### src/rtl/burst_pkg.sv
`default_nettype none

package burst_pkg;

    // memory bus and cache line geometry
    localparam int ADDR_W         = 32;
    localparam int BEAT_W         = 64;
    localparam int BEATS_PER_LINE = 4;
    localparam int LINE_W         = BEAT_W * BEATS_PER_LINE;   // 256
    localparam int LINE_OFFSET_W  = 5;                         // byte offset inside a line

    typedef logic [ADDR_W-1:0] addr_t;     // byte address
    typedef logic [BEAT_W-1:0] beat_t;     // one bus beat
    typedef logic [LINE_W-1:0] line_t;     // beat 0 in the low 64 bits
    typedef logic [$clog2(BEATS_PER_LINE)-1:0] beat_idx_t;

    // owner of the request in flight
    typedef enum logic {
        SRC_INSTR = 1'b0,
        SRC_DATA  = 1'b1
    } req_src_e;

    // burst_issue FSM
    typedef enum logic [1:0] {
        ISSUE_IDLE      = 2'd0,
        ISSUE_READ_CMD  = 2'd1,   // read taken, bus not ready yet
        ISSUE_READ_WAIT = 2'd2,   // command sent, beats coming back
        ISSUE_WRITE     = 2'd3
    } issue_state_e;

endpackage

`default_nettype wire
### src/rtl/mem_burst_bridge.sv
`timescale 1ns/1ps
`default_nettype none

module mem_burst_bridge (
    input  wire                      clk,
    input  wire                      rst,

    // instruction side
    input  wire                      i_req_valid_i,
    input  wire burst_pkg::addr_t    i_addr_i,
    output logic                     i_req_ready_o,
    output burst_pkg::line_t         i_line_o,
    output logic                     i_resp_valid_o,

    // data side
    input  wire                      d_req_valid_i,
    input  wire burst_pkg::addr_t    d_addr_i,
    input  wire                      d_write_i,
    input  wire burst_pkg::line_t    d_wline_i,
    output logic                     d_req_ready_o,
    output burst_pkg::line_t         d_line_o,
    output logic                     d_resp_valid_o,

    // burst memory
    output burst_pkg::addr_t         bmem_addr_o,
    output logic                     bmem_read_o,
    output logic                     bmem_write_o,
    output burst_pkg::beat_t         bmem_wdata_o,
    input  wire                      bmem_ready_i,
    input  wire burst_pkg::beat_t    bmem_rdata_i,
    input  wire                      bmem_rvalid_i
);

    logic                 req_valid;
    logic                 req_ready;
    burst_pkg::req_src_e  req_src;
    burst_pkg::addr_t     req_addr;
    logic                 req_write;
    burst_pkg::line_t     req_wline;
    burst_pkg::req_src_e  rd_src;
    logic                 wr_done;
    logic                 line_done;
    logic                 busy;
    logic                 req_taken;

    assign req_taken = req_valid && req_ready;   // arbiter to issue handoff

    req_arbiter u_arbiter (
        .clk           (clk),
        .rst           (rst),
        .i_req_valid_i (i_req_valid_i),
        .i_addr_i      (i_addr_i),
        .d_req_valid_i (d_req_valid_i),
        .d_addr_i      (d_addr_i),
        .d_write_i     (d_write_i),
        .d_wline_i     (d_wline_i),
        .busy_i        (busy),
        .i_req_ready_o (i_req_ready_o),
        .d_req_ready_o (d_req_ready_o),
        .req_valid_o   (req_valid),
        .req_src_o     (req_src),
        .req_addr_o    (req_addr),
        .req_write_o   (req_write),
        .req_wline_o   (req_wline)
    );

    burst_issue u_issue (
        .clk          (clk),
        .rst          (rst),
        .req_valid_i  (req_valid),
        .req_src_i    (req_src),
        .req_addr_i   (req_addr),
        .req_write_i  (req_write),
        .req_wline_i  (req_wline),
        .req_ready_o  (req_ready),
        .bmem_ready_i (bmem_ready_i),
        .bmem_addr_o  (bmem_addr_o),
        .bmem_read_o  (bmem_read_o),
        .bmem_write_o (bmem_write_o),
        .bmem_wdata_o (bmem_wdata_o),
        .line_done_i  (line_done),
        .rd_src_o     (rd_src),
        .wr_done_o    (wr_done)
    );

    fill_return u_return (
        .clk            (clk),
        .rst            (rst),
        .bmem_rdata_i   (bmem_rdata_i),
        .bmem_rvalid_i  (bmem_rvalid_i),
        .rd_src_i       (rd_src),
        .wr_done_i      (wr_done),
        .req_taken_i    (req_taken),
        .line_done_o    (line_done),
        .i_line_o       (i_line_o),
        .d_line_o       (d_line_o),
        .i_resp_valid_o (i_resp_valid_o),
        .d_resp_valid_o (d_resp_valid_o),
        .busy_o         (busy)
    );

endmodule : mem_burst_bridge

`default_nettype wire

### src/rtl/fill_return.sv
`timescale 1ns/1ps
`default_nettype none

module fill_return (
    input  wire                      clk,
    input  wire                      rst,

    input  wire burst_pkg::beat_t    bmem_rdata_i,
    input  wire                      bmem_rvalid_i,

    input  wire burst_pkg::req_src_e rd_src_i,     // owner of the read
    input  wire                      wr_done_i,    // last write beat on the bus
    input  wire                      req_taken_i,

    output logic                     line_done_o,
    output burst_pkg::line_t         i_line_o,
    output burst_pkg::line_t         d_line_o,
    output logic                     i_resp_valid_o,
    output logic                     d_resp_valid_o,
    output logic                     busy_o
);

    // beats 0..2, beat 0 ends up lowest
    logic [burst_pkg::LINE_W-burst_pkg::BEAT_W-1:0] fill_q;
    burst_pkg::beat_idx_t  beat_q;
    burst_pkg::line_t      line_in;    // full line on the last beat
    logic                  last_beat;
    logic                  last_i;
    logic                  last_d;
    logic                  resp_any;

    assign last_beat = bmem_rvalid_i &&
                       (beat_q == burst_pkg::beat_idx_t'(burst_pkg::BEATS_PER_LINE - 1));
    assign last_i    = last_beat && (rd_src_i == burst_pkg::SRC_INSTR);
    assign last_d    = last_beat && (rd_src_i == burst_pkg::SRC_DATA);
    assign line_in   = {bmem_rdata_i, fill_q};
    assign resp_any  = i_resp_valid_o || d_resp_valid_o;

    always_ff @(posedge clk) begin
        if (rst) begin
            beat_q         <= '0;
            line_done_o    <= 1'b0;
            i_resp_valid_o <= 1'b0;
            d_resp_valid_o <= 1'b0;
            busy_o         <= 1'b0;
        end else begin
            if (bmem_rvalid_i) begin
                beat_q <= beat_q + burst_pkg::beat_idx_t'(1);
            end
            line_done_o    <= last_beat;
            i_resp_valid_o <= last_i;
            d_resp_valid_o <= last_d || wr_done_i;   // write ack shares the data port
            if (req_taken_i) begin
                busy_o <= 1'b1;
            end else if (resp_any) begin
                busy_o <= 1'b0;   // readies come back the cycle after the pulse
            end
        end
    end

    always_ff @(posedge clk) begin
        if (bmem_rvalid_i) begin
            fill_q <= {bmem_rdata_i, fill_q[burst_pkg::LINE_W-burst_pkg::BEAT_W-1:burst_pkg::BEAT_W]};
        end
        // each port keeps its line until its next fill
        if (last_i) begin
            i_line_o <= line_in;
        end
        if (last_d) begin
            d_line_o <= line_in;
        end
    end

endmodule : fill_return

`default_nettype wire

### src/rtl/burst_issue.sv
`timescale 1ns/1ps
`default_nettype none

module burst_issue (
    input  wire                      clk,
    input  wire                      rst,

    input  wire                      req_valid_i,
    input  wire burst_pkg::req_src_e req_src_i,
    input  wire burst_pkg::addr_t    req_addr_i,
    input  wire                      req_write_i,
    input  wire burst_pkg::line_t    req_wline_i,
    output logic                     req_ready_o,

    input  wire                      bmem_ready_i,
    output burst_pkg::addr_t         bmem_addr_o,
    output logic                     bmem_read_o,
    output logic                     bmem_write_o,
    output burst_pkg::beat_t         bmem_wdata_o,

    input  wire                      line_done_i,   // read line handed back
    output burst_pkg::req_src_e      rd_src_o,
    output logic                     wr_done_o
);

    burst_pkg::issue_state_e  state_q;
    burst_pkg::issue_state_e  state_d;
    burst_pkg::beat_idx_t     beat_q;     // next write beat
    burst_pkg::beat_idx_t     beat_d;
    burst_pkg::addr_t         addr_q;
    burst_pkg::req_src_e      src_q;
    burst_pkg::line_t         wline_q;
    burst_pkg::addr_t         addr_in;    // incoming address, line aligned
    logic                     take;
    logic                     last_beat;

    assign addr_in = {req_addr_i[burst_pkg::ADDR_W-1:burst_pkg::LINE_OFFSET_W],
                      {burst_pkg::LINE_OFFSET_W{1'b0}}};

    assign req_ready_o = (state_q == burst_pkg::ISSUE_IDLE);
    assign take        = req_valid_i && req_ready_o;
    assign last_beat   = (beat_q == burst_pkg::beat_idx_t'(burst_pkg::BEATS_PER_LINE - 1));
    assign rd_src_o    = src_q;

    // bus outputs
    // the idle state drives straight from the offered request so the
    // command goes out in the same cycle the request is taken
    always_comb begin
        bmem_addr_o  = addr_q;
        bmem_read_o  = 1'b0;
        bmem_write_o = 1'b0;
        bmem_wdata_o = wline_q[beat_q * burst_pkg::BEAT_W +: burst_pkg::BEAT_W];
        wr_done_o    = 1'b0;
        case (state_q)
            burst_pkg::ISSUE_IDLE: begin
                bmem_addr_o  = addr_in;
                bmem_wdata_o = req_wline_i[burst_pkg::BEAT_W-1:0];
                bmem_read_o  = take && !req_write_i && bmem_ready_i;
                bmem_write_o = take && req_write_i && bmem_ready_i;
            end
            burst_pkg::ISSUE_READ_CMD: begin
                bmem_read_o = bmem_ready_i;
            end
            burst_pkg::ISSUE_WRITE: begin
                // ready only matters for beat 0, the rest follow back to back
                bmem_write_o = (beat_q != '0) || bmem_ready_i;
                wr_done_o    = last_beat;
            end
            default: begin
            end
        endcase
    end

    // next state
    always_comb begin
        state_d = state_q;
        beat_d  = beat_q;
        case (state_q)
            burst_pkg::ISSUE_IDLE: begin
                if (take) begin
                    if (req_write_i) begin
                        state_d = burst_pkg::ISSUE_WRITE;
                        beat_d  = burst_pkg::beat_idx_t'(bmem_ready_i);   // beat 0 already out
                    end else begin
                        state_d = bmem_ready_i ? burst_pkg::ISSUE_READ_WAIT
                                               : burst_pkg::ISSUE_READ_CMD;
                    end
                end
            end
            burst_pkg::ISSUE_READ_CMD: begin
                if (bmem_ready_i) begin
                    state_d = burst_pkg::ISSUE_READ_WAIT;
                end
            end
            burst_pkg::ISSUE_READ_WAIT: begin
                if (line_done_i) begin
                    state_d = burst_pkg::ISSUE_IDLE;
                end
            end
            burst_pkg::ISSUE_WRITE: begin
                if (bmem_write_o) begin
                    beat_d = beat_q + burst_pkg::beat_idx_t'(1);   // wraps to 0 after beat 3
                    if (last_beat) begin
                        state_d = burst_pkg::ISSUE_IDLE;
                    end
                end
            end
            default: begin
                state_d = burst_pkg::ISSUE_IDLE;
            end
        endcase
    end

    always_ff @(posedge clk) begin
        if (rst) begin
            state_q <= burst_pkg::ISSUE_IDLE;
            beat_q  <= '0;
        end else begin
            state_q <= state_d;
            beat_q  <= beat_d;
        end
    end

    // request copy for the cycles after the take
    always_ff @(posedge clk) begin
        if (take) begin
            addr_q  <= addr_in;
            src_q   <= req_src_i;
            wline_q <= req_wline_i;
        end
    end

endmodule : burst_issue

`default_nettype wire

### src/rtl/req_arbiter.sv
`timescale 1ns/1ps
`default_nettype none

module req_arbiter (
    input  wire                      clk,
    input  wire                      rst,

    input  wire                      i_req_valid_i,
    input  wire burst_pkg::addr_t    i_addr_i,

    input  wire                      d_req_valid_i,
    input  wire burst_pkg::addr_t    d_addr_i,
    input  wire                      d_write_i,
    input  wire burst_pkg::line_t    d_wline_i,

    input  wire                      busy_i,        // response still pending

    output logic                     i_req_ready_o,
    output logic                     d_req_ready_o,

    output logic                     req_valid_o,
    output burst_pkg::req_src_e      req_src_o,
    output burst_pkg::addr_t         req_addr_o,
    output logic                     req_write_o,
    output burst_pkg::line_t         req_wline_o
);

    logic                 held_q;   // granted request sits in the register
    burst_pkg::req_src_e  last_q;   // side of the previous grant
    logic                 free;
    logic                 grant_i;
    logic                 grant_d;

    assign free = !held_q && !busy_i;

    // a port loses only when the other one is valid and has priority
    // priority flips after every grant
    assign i_req_ready_o = free && (!d_req_valid_i || last_q == burst_pkg::SRC_DATA);
    assign d_req_ready_o = free && (!i_req_valid_i || last_q == burst_pkg::SRC_INSTR);

    assign grant_i = i_req_valid_i && i_req_ready_o;
    assign grant_d = d_req_valid_i && d_req_ready_o;

    // busy rises the cycle after burst_issue takes the request
    assign req_valid_o = held_q && !busy_i;

    always_ff @(posedge clk) begin
        if (rst) begin
            held_q <= 1'b0;
            last_q <= burst_pkg::SRC_INSTR;   // data wins the first tie
        end else begin
            if (grant_i || grant_d) begin
                held_q <= 1'b1;
                last_q <= grant_d ? burst_pkg::SRC_DATA : burst_pkg::SRC_INSTR;
            end else if (busy_i) begin
                held_q <= 1'b0;   // request is now with burst_issue
            end
        end
    end

    // granted request payload
    always_ff @(posedge clk) begin
        if (grant_d) begin
            req_src_o   <= burst_pkg::SRC_DATA;
            req_addr_o  <= d_addr_i;
            req_write_o <= d_write_i;
            req_wline_o <= d_wline_i;
        end else if (grant_i) begin
            req_src_o   <= burst_pkg::SRC_INSTR;
            req_addr_o  <= i_addr_i;
            req_write_o <= 1'b0;   // instruction side only reads
        end
    end

endmodule : req_arbiter

`default_nettype wire

### config.mk
export PLATFORM = sky130hd
export DESIGN_NAME = mem_burst_bridge
export DESIGN_NICKNAME = d
export VERILOG_FILES = /design/src/rtl/burst_pkg.sv /design/src/rtl/mem_burst_bridge.sv /design/src/rtl/fill_return.sv /design/src/rtl/burst_issue.sv /design/src/rtl/req_arbiter.sv
export SDC_FILE = /design/constraint.sdc
export NUM_CORES = 1
export LEC_CHECK = 0
export ABC_CLOCK_PERIOD_IN_PS = 14300
export BUFFER_PORTS_ARGS = -buffer_cell sky130_fd_sc_hd__buf_2
export CAP_MARGIN = 10
export CORE_AREA = 2 2 389 391
export DETAILED_ROUTE_END_ITERATION = 7
export DIE_AREA = 0 0 391 393
export PLACE_DENSITY = 0.61
export SLEW_MARGIN = 5
export SYNTH_ARGS = -nofsm -noshare
export SYNTH_HDL_FRONTEND = slang
export SYNTH_SLANG_ARGS = --single-unit
### constraint.sdc
create_clock -name clk -period 14.3 [get_ports clk]
set_clock_uncertainty 0.15 [all_clocks]
set_input_delay 2.86 -clock clk [delete_from_list [all_inputs] [get_ports clk]]
set_output_delay 2.86 -clock clk [all_outputs]
set_load 0.02 [all_outputs]
; ---- Word-level counts from Yosys, hierarchy flattened
; Cells that the tools add are included.
[word_totals]
rom_bits = 0
mem_count = 0
regBits = 1290
latch_bits = 0
ram_bits = 0
word_cells = 94
out_inout_bits = 614
input_bits = 391
[op_classes]
n_eq_ne = 11
order_cmp = 0
addsub = 2
shifts = 1
n_mux = 26
mul = 0
n_bitwise = 2
div_mod_pow = 0
n_reduce_logical = 33
[op_table]
columns = op, count
row1 = 256-bit by 9-bit indexed part select with 64-bit output, 1
row2 = 32-bit two-way mux, 3
row3 = 64-bit two-way mux, 1
row4 = 2-bit two-way mux, 10
row5 = 1-bit logical AND, 14
row6 = 2-bit nonzero test, 5
row7 = "2-bit equality test, second input constant", 4
row8 = 1-bit two-way mux, 8
row9 = "2-bit != test, second input constant", 4
row10 = 2-bit case mux with 4 select lines, 1
row11 = 1-bit logical OR, 6
row12 = 1-bit logical NOT, 5
row13 = 5-bit AND reduction, 1
row14 = "2-bit by 1-bit adder with 2-bit output, second input constant", 2
row15 = "2-bit by 1-bit != test with 1-bit output, second input constant", 2
row16 = 1-bit case mux with 2 select lines, 2
row17 = 2-bit case mux with 2 select lines, 1
row18 = 4-bit AND reduction, 1
row19 = "2-bit by 1-bit equality test with 1-bit output, second input constant", 1
row20 = 2-bit logical NOT, 1
row21 = 1-bit inverter, 2

; ---- Logic depth before layout (Yosys ltp)
; Gate-level depths: netlist of run 1.
[logic_depth]
word_depth = 8
mapped_depth = 8
depth_no_buf = 7

; ---- Modules after synthesis
; Synthesis of run 1 repeated with hierarchy kept, for this count alone.
[hier_totals]
hier_cells = 1721
area_unflattened_um2 = 42278.0
[by_module_without_submodules]
columns = mod, instances, cells_per_inst, area_each_um2, seq_area_each_um2
row1 = fill_return, 1, 725, 21349.2, 21260.4
row2 = burst_issue, 1, 654, 11589.9, 8608.3
row3 = req_arbiter, 1, 341, 9332.7, 8738.4
row4 = mem_burst_bridge, 1, 1, 6.3, 0.0

; ---- Worst setup path before layout of run 1
; Ideal clock, no wire load.
[synth_timing]
kind = input -> register
startpoint = in bmem_rvalid_i
endpoint = reg u_return.i_line_o[0] (enable)
required_time_ns = 13.273
t_arrival_ns = 13.537
path_stages = 2
path_slack_ns = -0.263
path_buffers = 0
setup_time_ns = 0.877
path_cell_list = nand2_1 -> nor2_1
[synth_via]
elab_chain_cells = 2
[synth_lines]
columns = item, line
row1 = from (decl), mem_burst_bridge.sv:31  ; input wire bmem_rvalid_i
row2 = 1-bit logical AND, fill_return.sv:32  ; assign last_beat = bmem_rvalid_i &&
row3 = 1-bit logical AND, fill_return.sv:34  ; assign last_i = last_beat && (rd_src_i == burst_pkg::SRC_INSTR);
row4 = named net u_return.last_i, fill_return.sv:28  ; logic last_i;
row5 = to (signal assigned), fill_return.sv:67  ; i_line_o <= line_in;
row6 = to (decl), fill_return.sv:16  ; output burst_pkg::line_t i_line_o,
; The timed path passes the listed nets, and every way through them passes these cells.
; A chain may end at the register's enable or synchronous reset.

; ---- Worst setup path after layout of run 1
[layout_timing]
startpoint = in bmem_ready_i
endpoint = out bmem_write_o
[layout_via]
elab_chain_cells = 2
elab_cells_between_ends = 3
classes_between = mux: 1 / reduce/logical: 2
[layout_lines]
columns = item, line
row1 = from (decl), mem_burst_bridge.sv:29  ; input wire bmem_ready_i,
row2 = 1-bit logical OR / 1-bit logical AND (equally long branches), "burst_issue.sv:66, burst_issue.sv:59"
row3 = 1-bit case mux with 2 select lines *, burst_issue.sv:54  ; case (state_q)
row4 = to (decl), mem_burst_bridge.sv:27  ; output logic bmem_write_o,
; Every way passes the cells marked *; elsewhere a longest branch is shown, timed or not.

==> impl_metrics.tcl, run 1 <==
set metrics [dict create \
    antenna_found_initial 53 \
    nets 3220 \
    clk_latency_ns 0.76 \
    slowest_stage "buf_2" \
    setup_viol 0 \
    post-cts-setup-buffers 0 \
    drv_cap 0 \
    dp.cells 4627 \
    fin_area_um2 53800 \
    initial_core_util_pct 28.1 \
    synth-edff-count 1272 \
    avgSynthCellArea_um2 24.5 \
    io_buffer_count 989 \
    grt.overflow.total 0 \
    cts_tree "yes" \
    htree_levels 4 \
    core_area_um2 149000 \
    num_io_pins 1005 \
    dpl.hpwl_um 85100 \
    report.power.total_mw 9.50 \
    first_global_vias 20406 \
    synth_cells 1713 \
    syn2layout_area_growth_pct 28.2 \
    layout_common_cells "edfxtp_1, buf_2, nand2_1" \
    tightest_slew_ns 1.06 \
    syn_area_um2 42000 \
    rrSetupSlack_ns 10.57 \
    final_common_cell "edfxtp_1" \
    drtIter0Drc 1422 \
    place_area_um2 49300 \
    crit_chain "buf_2 -> inv_1 -> nand2_1 -> a32oi_1 -> nor2_1 -> buf_2" \
    cts_sinks 1285 \
    holdPathStages 0 \
    die_w_um 391 \
    critPathTopFamily "buffers and inverters" \
    setup.worst_path.end_class "output port" \
    gp_congestion 0.842 \
    drc 0 \
    drive_above_1_share_pct 45.1 \
    die_h_um 393 \
    synthFlopType "edfxtp_1" \
    yosysWarnings 0 \
    ctsHoldBuffers 0 \
    finalHoldViolCount 0 \
    rsz0062_at_grt "false" \
    rows 142 \
    synth_seq_cells 1285 \
    ant_nets 0 \
    hp-class "flop to flop" \
    cts.clk_slew.worst_paths_ns 0.06 \
    first_pass_iters 5 \
    power_density_nw_per_um2 176 \
    min_to "u_issue.wline_q[169]" \
    ir_drop_mv 0.119 \
    worst_ep_arrival_time_ns 3.65 \
    clock_path_buffers 3 \
    timing.final.crit_share_pct 46.6 \
    fin_crit_ns 6.66 \
    die-area_um2 154000 \
    yosysSeqAreaShare_pct 91.6 \
    hold_start "u_arbiter.req_wline_o[169]" \
    status "finished, final reports clean" \
    finalSetupTns_ns 0 \
    synth_cell_types 38 \
    start_kind "input port" \
    cts_resized 0 \
    wl_per_cell_um 24.2 \
    path_common_cell "buf_2" \
    grt_pass1_wl_um 157000 \
    rr_worst_depth 6 \
    crit_required_ns 11.29 \
    path_buf_inv 3 \
    wirelength_um 118000 \
    worstPathMaxFanout 7 \
    vias 20552 \
    fin_cells 4885 \
    max_freq_ghz 0.150 \
    slowest_delay_ns 0.23 \
    cts_buffers 136 \
    regToRegStartpoint "u_issue.state_q[0]" \
    cts-root-buf "clkbuf_16" \
    async_flop_share_pct 0 \
    rr_endpoint "u_issue.wline_q[183]" \
    worst-setup-path-type "input port to output port" \
    slew_headroom_pct 29.2 \
    vias_per_cell 4.21 \
    leakage_nw 19.4 \
    grt_max_degree 156 \
    grt_usage_pct 14.8 \
    slew_violations 0 \
]
==> layer usage <==
metal  wire (um)  part of all wire (%)  global-route usage, %  up-vias
met1       40600                    34                   15.8    10211
met3       13100                    11                   6.76      236
met5         267                  0.23                      0        -
met2       58500                    50                   24.8      999
li1            -                     -                      -     9062
met4        5490                   4.7                   7.66       44
==> per-stage QoR <==
stage / hold WS [ns] / utilization (%) / worst slack (ns)
final: 0.233 / 36.1 / 7.64
after global routing: 0.235 / 36.1 / 7.37
after CTS: 0.220 / 36.0 / 7.52
after detailed placement: 0.255 / 33.1 / 7.62
after global placement: 0.251 / 33.1 / 7.66
after floorplan: 0.250 / - / 3.72
==> cell type report <==
type	instances	area [um2]
flip-flops and latches	1285	38500
repair buffers	1007	5130
well taps	1944	2430
multi-input cells	380	3250
clock inverters	77	923
clock buffers	165	3530
inverters	11	56.3
diodes	16	40.0
fillers	13754	95400
==> Yosys cell counts, types with 5 or more instances <==
cell type,n,share of area (%)
mux4_2,64,3.4
inv_1,11,0.098
a21oi_1,9,0.11
clkbuf_1,5,0.045
mux2_2,55,1.5
nand2_1,197,1.8
dfxtp_1,13,0.62
buf_4,8,0.14
edfxtp_1,1272,91
nor2_1,13,0.12
buf_2,19,0.23
ha_1,8,0.24
==> registers in the layout (all words and copies together) (netlist names), 2 cells and up <==
| signal | flops |
|---|---|
| u_arbiter.req_wline_o | 256 |
| u_issue.wline_q | 256 |
| u_arbiter.req_addr_o | 27 |
| u_return.i_line_o | 256 |
| u_return.d_line_o | 256 |
| u_issue.beat_q | 2 |
| u_issue.addr_q | 27 |
| u_return.fill_q | 192 |
| u_issue.state_q | 2 |
| u_return.beat_q | 2 |
==> worst register-to-register path, stage by stage, from the launching register on <==
cell and delay, ns:
dfxtp_1 0.34, inv_1 0.16, ha_4 0.44, inv_2 0.23, or2_2 0.42, inv_8 0.64, buf_12 0.67
==> kinds of logic (layout without fill, tap and decap cells) <==
| family | after synthesis | after routing | share of synthesized area, % |
|---|---|---|---|
| multiplexers | 120 | 120 | 4.93 |
| adder cells (fa/ha/maj) | 8 | 8 | 0.238 |
| AND/OR/NAND/NOR | 223 | 223 | 2.07 |
| other | 1 | 21 | 0.00893 |
| XOR/XNOR | 1 | 1 | 0.0209 |
| AO/OA/AOI/OAI | 23 | 23 | 0.367 |
| buffers and inverters | 52 | 1260 | 0.766 |
| flip-flops | 1285 | 1285 | 91.6 |
==> where the power goes <==
part	internal [mW]	total (mW)	leakage [nW]	switching [mW]
Combinational	0.383	1.24	5.34	0.852
Sequential	4.65	4.81	11.9	0.158
Clock	1.94	3.45	2.13	1.50
Total	6.98	9.50	19.4	2.51
==> worst max path at each step <==
| stage | from | to | cells after the start |
|---|---|---|---|
| 4_1_cts | u_issue.state_q[0] | bmem_write_o | 8 |
| 3_3_place_gp | bmem_ready_i | bmem_write_o | 6 |
| 2_1_floorplan | u_issue.state_q[0] | bmem_write_o | 7 |
| 5_1_grt | u_issue.state_q[0] | bmem_write_o | 8 |
| 3_5_place_dp | bmem_ready_i | bmem_write_o | 6 |
| 6_report | bmem_ready_i | bmem_write_o | 6 |
No activity file was read; power rests on OpenSTA's default activity.
==> inputs of run 2 (changes only) <==
--- a/config.mk
+++ b/config.mk
@@ -5,7 +5,7 @@
 export SDC_FILE = /design/constraint.sdc
 export NUM_CORES = 1
 export LEC_CHECK = 0
-export ABC_CLOCK_PERIOD_IN_PS = 14300
+export ABC_CLOCK_PERIOD_IN_PS = 6000
 export BUFFER_PORTS_ARGS = -buffer_cell sky130_fd_sc_hd__buf_2
 export CAP_MARGIN = 10
 export CORE_AREA = 2 2 389 391
==> constraint.sdc (replaced) <==
create_clock -name clk -period 6 [get_ports clk]
set_clock_uncertainty 0.15 [all_clocks]
set_input_delay 1.2 -clock clk [delete_from_list [all_inputs] [get_ports clk]]
set_output_delay 1.2 -clock clk [all_outputs]
set_load 0.02 [all_outputs]
==> run 2 against run 1 <==
Net effect: die area stayed put; clock-buffer cell count is 5 higher; first-iteration DRC count is 7.2% higher; final area is 0.47% higher; critical path depth stayed put; cell count is 0.27% higher; sequential power is 140% higher; hold slack worse by 0.0055 ns; sequential share of layout area is 0.33 points lower; non-clock buffer count is 12 higher; flip-flop and latch count stayed put; largest power group unchanged; highest routed layer unchanged.
==> impl_metrics.tcl, run 2 (synthesized netlist as in run 1, its figures left out) <==
set metrics [dict create \
    cts.clk_slew.worst_paths_ns 0.06 \
    nFillCells 13813 \
    cts_sinks 1285 \
    io_buffer_count 989 \
    ir_drop_mv 0.273 \
    grt.overflow.total 0 \
    tightest_slew_ns 0.971 \
    finalHoldViolCount 0 \
    rsz0062_at_grt "false" \
    power_density_nw_per_um2 421 \
    slew_violations 0 \
    rr_endpoint "u_issue.wline_q[21]" \
    rr_worst_depth 7 \
    route.met2.wl_um 59300 \
    ctsHoldBuffers 0 \
    utilization_pct 36.2 \
    leakage_nw 19.5 \
    fin_crit_ns 4.53 \
    wl_per_cell_um 24.1 \
    die_w_um 391 \
    max_freq_ghz 0.221 \
    final_common_cell "edfxtp_1" \
    setup.worst_path.end_class "output port" \
    start_kind "flop" \
    first_global_vias 20346 \
    grt_usage_pct 14.7 \
    hp-class "flop to flop" \
    antenna_found_initial 49 \
    layout_common_cells "edfxtp_1, buf_2, nand2_1" \
    seqCellArea_um2 38500 \
    syn2layout_area_growth_pct 28.8 \
    vias_per_cell 4.21 \
    wl_met3_um 12100 \
    regToRegStartpoint "u_issue.state_q[0]" \
    timing.final.crit_share_pct 75.5 \
    worstPathMaxFanout 51 \
    dpl.hpwl_um 85600 \
    wl_met1_um 41500 \
    maxUsedRoutingLayer "met5" \
    multiInputGateArea_um2 3250 \
    die_h_um 393 \
    post-cts-setup-buffers 0 \
    worst_ep_arrival_time_ns 3.18 \
    slew_headroom_pct 35.3 \
    combPwrFrac_pct 13.1 \
    status "finished, final reports clean" \
    clk_latency_ns 0.76 \
    initial_core_util_pct 28.1 \
    finalSetupTns_ns 0 \
    drive_above_1_share_pct 45.6 \
    cts_resized 0 \
    clock_path_buffers 3 \
    gp_congestion 0.846 \
    first_pass_iters 7 \
    worst-setup-path-type "flop to output port" \
    num_io_pins 1005 \
    core_area_um2 149000 \
    clkPwrFrac_pct 36.6 \
    wirelength_um 118000 \
    cts_buffers 136 \
    swShare_pct 26.5 \
    htree_levels 4 \
    drc 0 \
    nets 3232 \
    hold_start "u_arbiter.req_wline_o[226]" \
    holdPathStages 0 \
    cts_tree "yes" \
    ant_nets 0 \
    rows 142 \
    cts-root-buf "clkbuf_16" \
    drv_cap 0 \
    die-area_um2 154000 \
    vias 20597 \
    rrSetupSlack_ns 2.19 \
    p_int_mw 16.7 \
    setup_viol 0 \
    crit_required_ns 4.65 \
    min_to "u_issue.wline_q[226]" \
    grt_max_degree 118 \
    grt_pass1_wl_um 156000 \
    seqPwrFrac_pct 50.3 \
    switchingPower_mw 6.05 \
    drtIter0Drc 1525 \
]
-- run 2: cell count changes in the layout (fill, tap and decap cells not counted), sizes merged --
cell,change
diode,-3
clkinvlp,+4
inv,+1
clkinv,-7
clkbuf,+5
buf,+12
bufinv,+1
-- run 2: how the worst max path moves through the flow --
stage | from | end | slack (ns) | cells after the start
6_report | u_issue.state_q[0] | bmem_wdata_o[61] | 1.47 | 6
4_1_cts | u_issue.state_q[0] | bmem_addr_o[30] | 1.35 | 5
5_1_grt | u_issue.state_q[0] | bmem_wdata_o[61] | 1.21 | 6
3_5_place_dp | i_req_valid_i | u_arbiter.req_wline_o[172] | 2.08 | 6
3_3_place_gp | i_req_valid_i | u_arbiter.req_wline_o[172] | 2.15 | 6
2_1_floorplan | u_issue.state_q[0] | bmem_write_o | -0.70 | 7
-- run 2: final cells by class --
type	count	area share, %
antenna	13	0.0602
clock buffer	170	6.55
clock inverter	76	1.84
inverter	11	0.0902
multi-input combinational	380	6.01
sequential	1285	71.1
tap	1944	4.50
timing repair buffer	1019	9.83
-- run 2: power groups by stage --
| stage | logic [mW] | registers [mW] | clock network, mW |
|---|---|---|---|
| 2_1_floorplan | 1.83 | 11.6 | 0 |
| 3_3_place_gp | 3.05 | 11.6 | 0 |
| 3_5_place_dp | 3.05 | 11.6 | 0 |
| 4_1_cts | 3.07 | 11.5 | 8.58 |
| 5_1_grt | 3.25 | 11.5 | 8.92 |
| 6_report | 3.00 | 11.5 | 8.34 |
-- run 2: per-layer routing --
| metal | global-route usage [%] | vias up |
|---|---|---|
| met5 | 0 | - |
| met4 | 6.73 | 38 |
| met3 | 5.73 | 223 |
| met2 | 25.1 | 941 |
| met1 | 16.1 | 10307 |
| li1 | - | 9088 |
-- run 2: worst max-delay path, stage by stage (launching register included) --
cell and delay [ns]:
dfxtp_1 0.34, inv_1 0.15, ha_4 0.58, buf_4 0.73
nand2_1 0.10, nand2_1 0.11, buf_2 0.29
-- run 2: per-stage QoR --
| step | cells | instance area, um2 | worst slack [ns] | power (mW) | hold WS [ns] |
|---|---|---|---|---|---|
| after floorplan | 1717 | 42000 | -0.702 | 13.4 | 0.250 |
| final | 4898 | 54100 | 1.47 | 22.8 | 0.227 |
| after CTS | 4884 | 54000 | 1.35 | 23.1 | 0.221 |
| after detailed placement | 4638 | 49500 | 2.08 | 14.7 | 0.255 |
| after global routing | 4890 | 54100 | 1.21 | 23.7 | 0.233 |
| after global placement | 4638 | 49500 | 2.15 | 14.7 | 0.250 |
==> inputs of run 3 (changes only) <==
--- a/config.mk
+++ b/config.mk
@@ -5,7 +5,7 @@
 export SDC_FILE = /design/constraint.sdc
 export NUM_CORES = 1
 export LEC_CHECK = 0
-export ABC_CLOCK_PERIOD_IN_PS = 6000
+export ABC_CLOCK_PERIOD_IN_PS = 3780
 export BUFFER_PORTS_ARGS = -buffer_cell sky130_fd_sc_hd__buf_2
 export CAP_MARGIN = 10
 export CORE_AREA = 2 2 389 391
==> constraint.sdc (replaced) <==
create_clock -name clk -period 3.78 [get_ports clk]
set_clock_uncertainty 0.15 [all_clocks]
set_input_delay 0.756 -clock clk [delete_from_list [all_inputs] [get_ports clk]]
set_output_delay 0.756 -clock clk [all_outputs]
set_load 0.02 [all_outputs]
==> run 3 against run 2 <==
Net effect: core utilization increased by 1.4 points; via count increased by 5.3%; cell count increased by 4.1%; combinational power increased by 72%; total power increased by 58%; clock-buffer cell count decreased by 12; largest cell class unchanged; largest power group unchanged.
==> impl_metrics.tcl, run 3 (synthesized netlist as in run 1, its figures left out) <==
set metrics [dict create \
    status "finished, final reports clean" \
    finalHoldViolCount 0 \
    cts-root-buf "clkbuf_16" \
    crit_required_ns 2.87 \
    place_ws_ns 0.806 \
    vias_per_cell 4.25 \
    fin_crit_ns 3.48 \
    switchingPower_mw 9.50 \
    num_io_pins 1005 \
    seqPwrFrac_pct 50.3 \
    initial_core_util_pct 28.1 \
    wirelength_um 116000 \
    hp-class "input port to flop" \
    rsz0062_at_grt "false" \
    ant_nets 0 \
    leakage_nw 20.4 \
    die-area_um2 154000 \
    cp-startpoint "u_issue.state_q[1]" \
    regToRegStartpoint "u_issue.state_q[1]" \
    grt_pass1_wl_um 156000 \
    cts_tree "yes" \
    tightest_slew_ns 1.15 \
    drc 0 \
    grt_usage_pct 14.4 \
    cts_sinks 1285 \
    worstPathMaxFanout 17 \
    start_kind "flop" \
    rr_endpoint "u_issue.wline_q[45]" \
    dpl.hpwl_um 81900 \
    layout_common_cells "edfxtp_1, buf_2, dlygate4sd3_1" \
    clk_latency_ns 0.75 \
    p_int_mw 26.5 \
    power_density_nw_per_um2 641 \
    cts.clk_slew.worst_paths_ns 0.06 \
    drv_cap 0 \
    die_w_um 391 \
    gp_congestion 0.828 \
    first_pass_iters 7 \
    holdPathStages 1 \
    drive_above_1_share_pct 43.4 \
    setup_viol 0 \
    worst-setup-path-type "flop to output port" \
    fin_area_um2 56200 \
    clock_path_buffers 3 \
    first_global_vias 21644 \
    syn2layout_area_growth_pct 33.9 \
    die_h_um 393 \
    nets 3454 \
    max_freq_ghz 0.287 \
    rows 142 \
    slew_headroom_pct 23.5 \
    antenna_found_initial 14 \
    worst_ep_arrival_time_ns 2.58 \
    fin_ws_ns 0.298 \
    wl_per_cell_um 22.8 \
    htree_levels 4 \
    place_area_um2 49800 \
    combPwrFrac_pct 14.3 \
    slew_violations 0 \
    ir_drop_mv 0.480 \
    final_common_cell "edfxtp_1" \
    vias 21685 \
    timing.final.crit_share_pct 92.1 \
    grt.overflow.total 0 \
    drtIter0Drc 1574 \
    swShare_pct 26.4 \
    rr_worst_depth 6 \
    clkPwrFrac_pct 35.4 \
    core_area_um2 149000 \
    cts_buffers 131 \
    io_buffer_count 989 \
    cts_resized 0 \
    critPathCapture "bmem_write_o" \
    setup.worst_path.end_class "output port" \
    grt_max_degree 112 \
    rrSetupSlack_ns 1.26 \
]
==> run 3: cell count changes in the layout (fill, tap and decap cells not counted), sizes merged <==
cell	previous run	this run
buf	1019	1044
bufinv	9	8
clkinv	54	52
diode	13	2
clkbuf	170	158
dlygate4sd3	0	202
inv	18	17
==> run 3: area by class of cell <==
class,count,area (um2)
Inverter,11,48.8
Clock inverter,72,886
Tap cell,1944,2430
Antenna cell,2,5.00
Multi-Input combinational cell,380,3280
Fill cell,13438,93000
Sequential cell,1285,38500
Timing Repair Buffer,1246,7680
Clock buffer,158,3400
==> run 3: worst min-delay path by stage <==
stage / from / to / slack [ns]
floorplan: u_arbiter.req_wline_o[100] / u_issue.wline_q[100] / 0.25
global placement: u_arbiter.req_wline_o[105] / u_issue.wline_q[105] / 0.25
detailed placement: u_arbiter.req_wline_o[109] / u_issue.wline_q[109] / 0.25
CTS: bmem_rdata_i[26] / u_return.fill_q[154] / 0.00003
global route: d_wline_i[76] / u_arbiter.req_wline_o[76] / 0.005
finish: d_wline_i[91] / u_arbiter.req_wline_o[91] / 0.08
==> run 3: critical path: stages (launching register included) <==
cell        delay [ns]
dfxtp_2           0.34
inv_2             0.09
ha_4              0.37
inv_2             0.10
or2_4             0.29
clkinvlp_4        0.22
a32oi_1           0.15
nor2_2            0.09
buf_2             0.19
==> run 3: routing by layer <==
layer | vias up | track usage (%) | share of wire [%]
li1 | 9506 | - | -
met1 | 10938 | 16.4 | 36
met5 | - | 0.0319 | 0.055
met2 | 1066 | 24.8 | 51
met3 | 165 | 4.69 | 9.3
met4 | 10 | 6.09 | 3.6
==> run 3: timing repair <==
item	CTS	global route
setup endpoints to repair	0	2
setup buffers	0	2
endpoints found under the hold margin	216	0
hold buffers	202	0
==> run 3: power by group through the flow <==
| stage | registers [mW] | logic (mW) | clock network (mW) |
|---|---|---|---|
| global route | 18.2 | 5.52 | 13.6 |
| global placement | 18.4 | 4.91 | 0 |
| finish | 18.1 | 5.15 | 12.7 |
| CTS | 18.1 | 5.13 | 13.1 |
| floorplan | 18.4 | 2.93 | 0 |
| detailed placement | 18.4 | 4.93 | 0 |
==> run 3: metrics by stage <==
step	setup TNS (ns)	total power [mW]	hold slack [ns]	utilization [%]	cells
floorplan	-1271.13	21.4	0.250	-	1717
global placement	0	23.3	0.251	33.4	4662
detailed placement	0	23.4	0.255	33.4	4662
CTS	0	36.3	0.0000261	37.6	5094
global route	0	37.4	0.00520	37.7	5097
finish	0	36.0	0.0775	37.7	5098
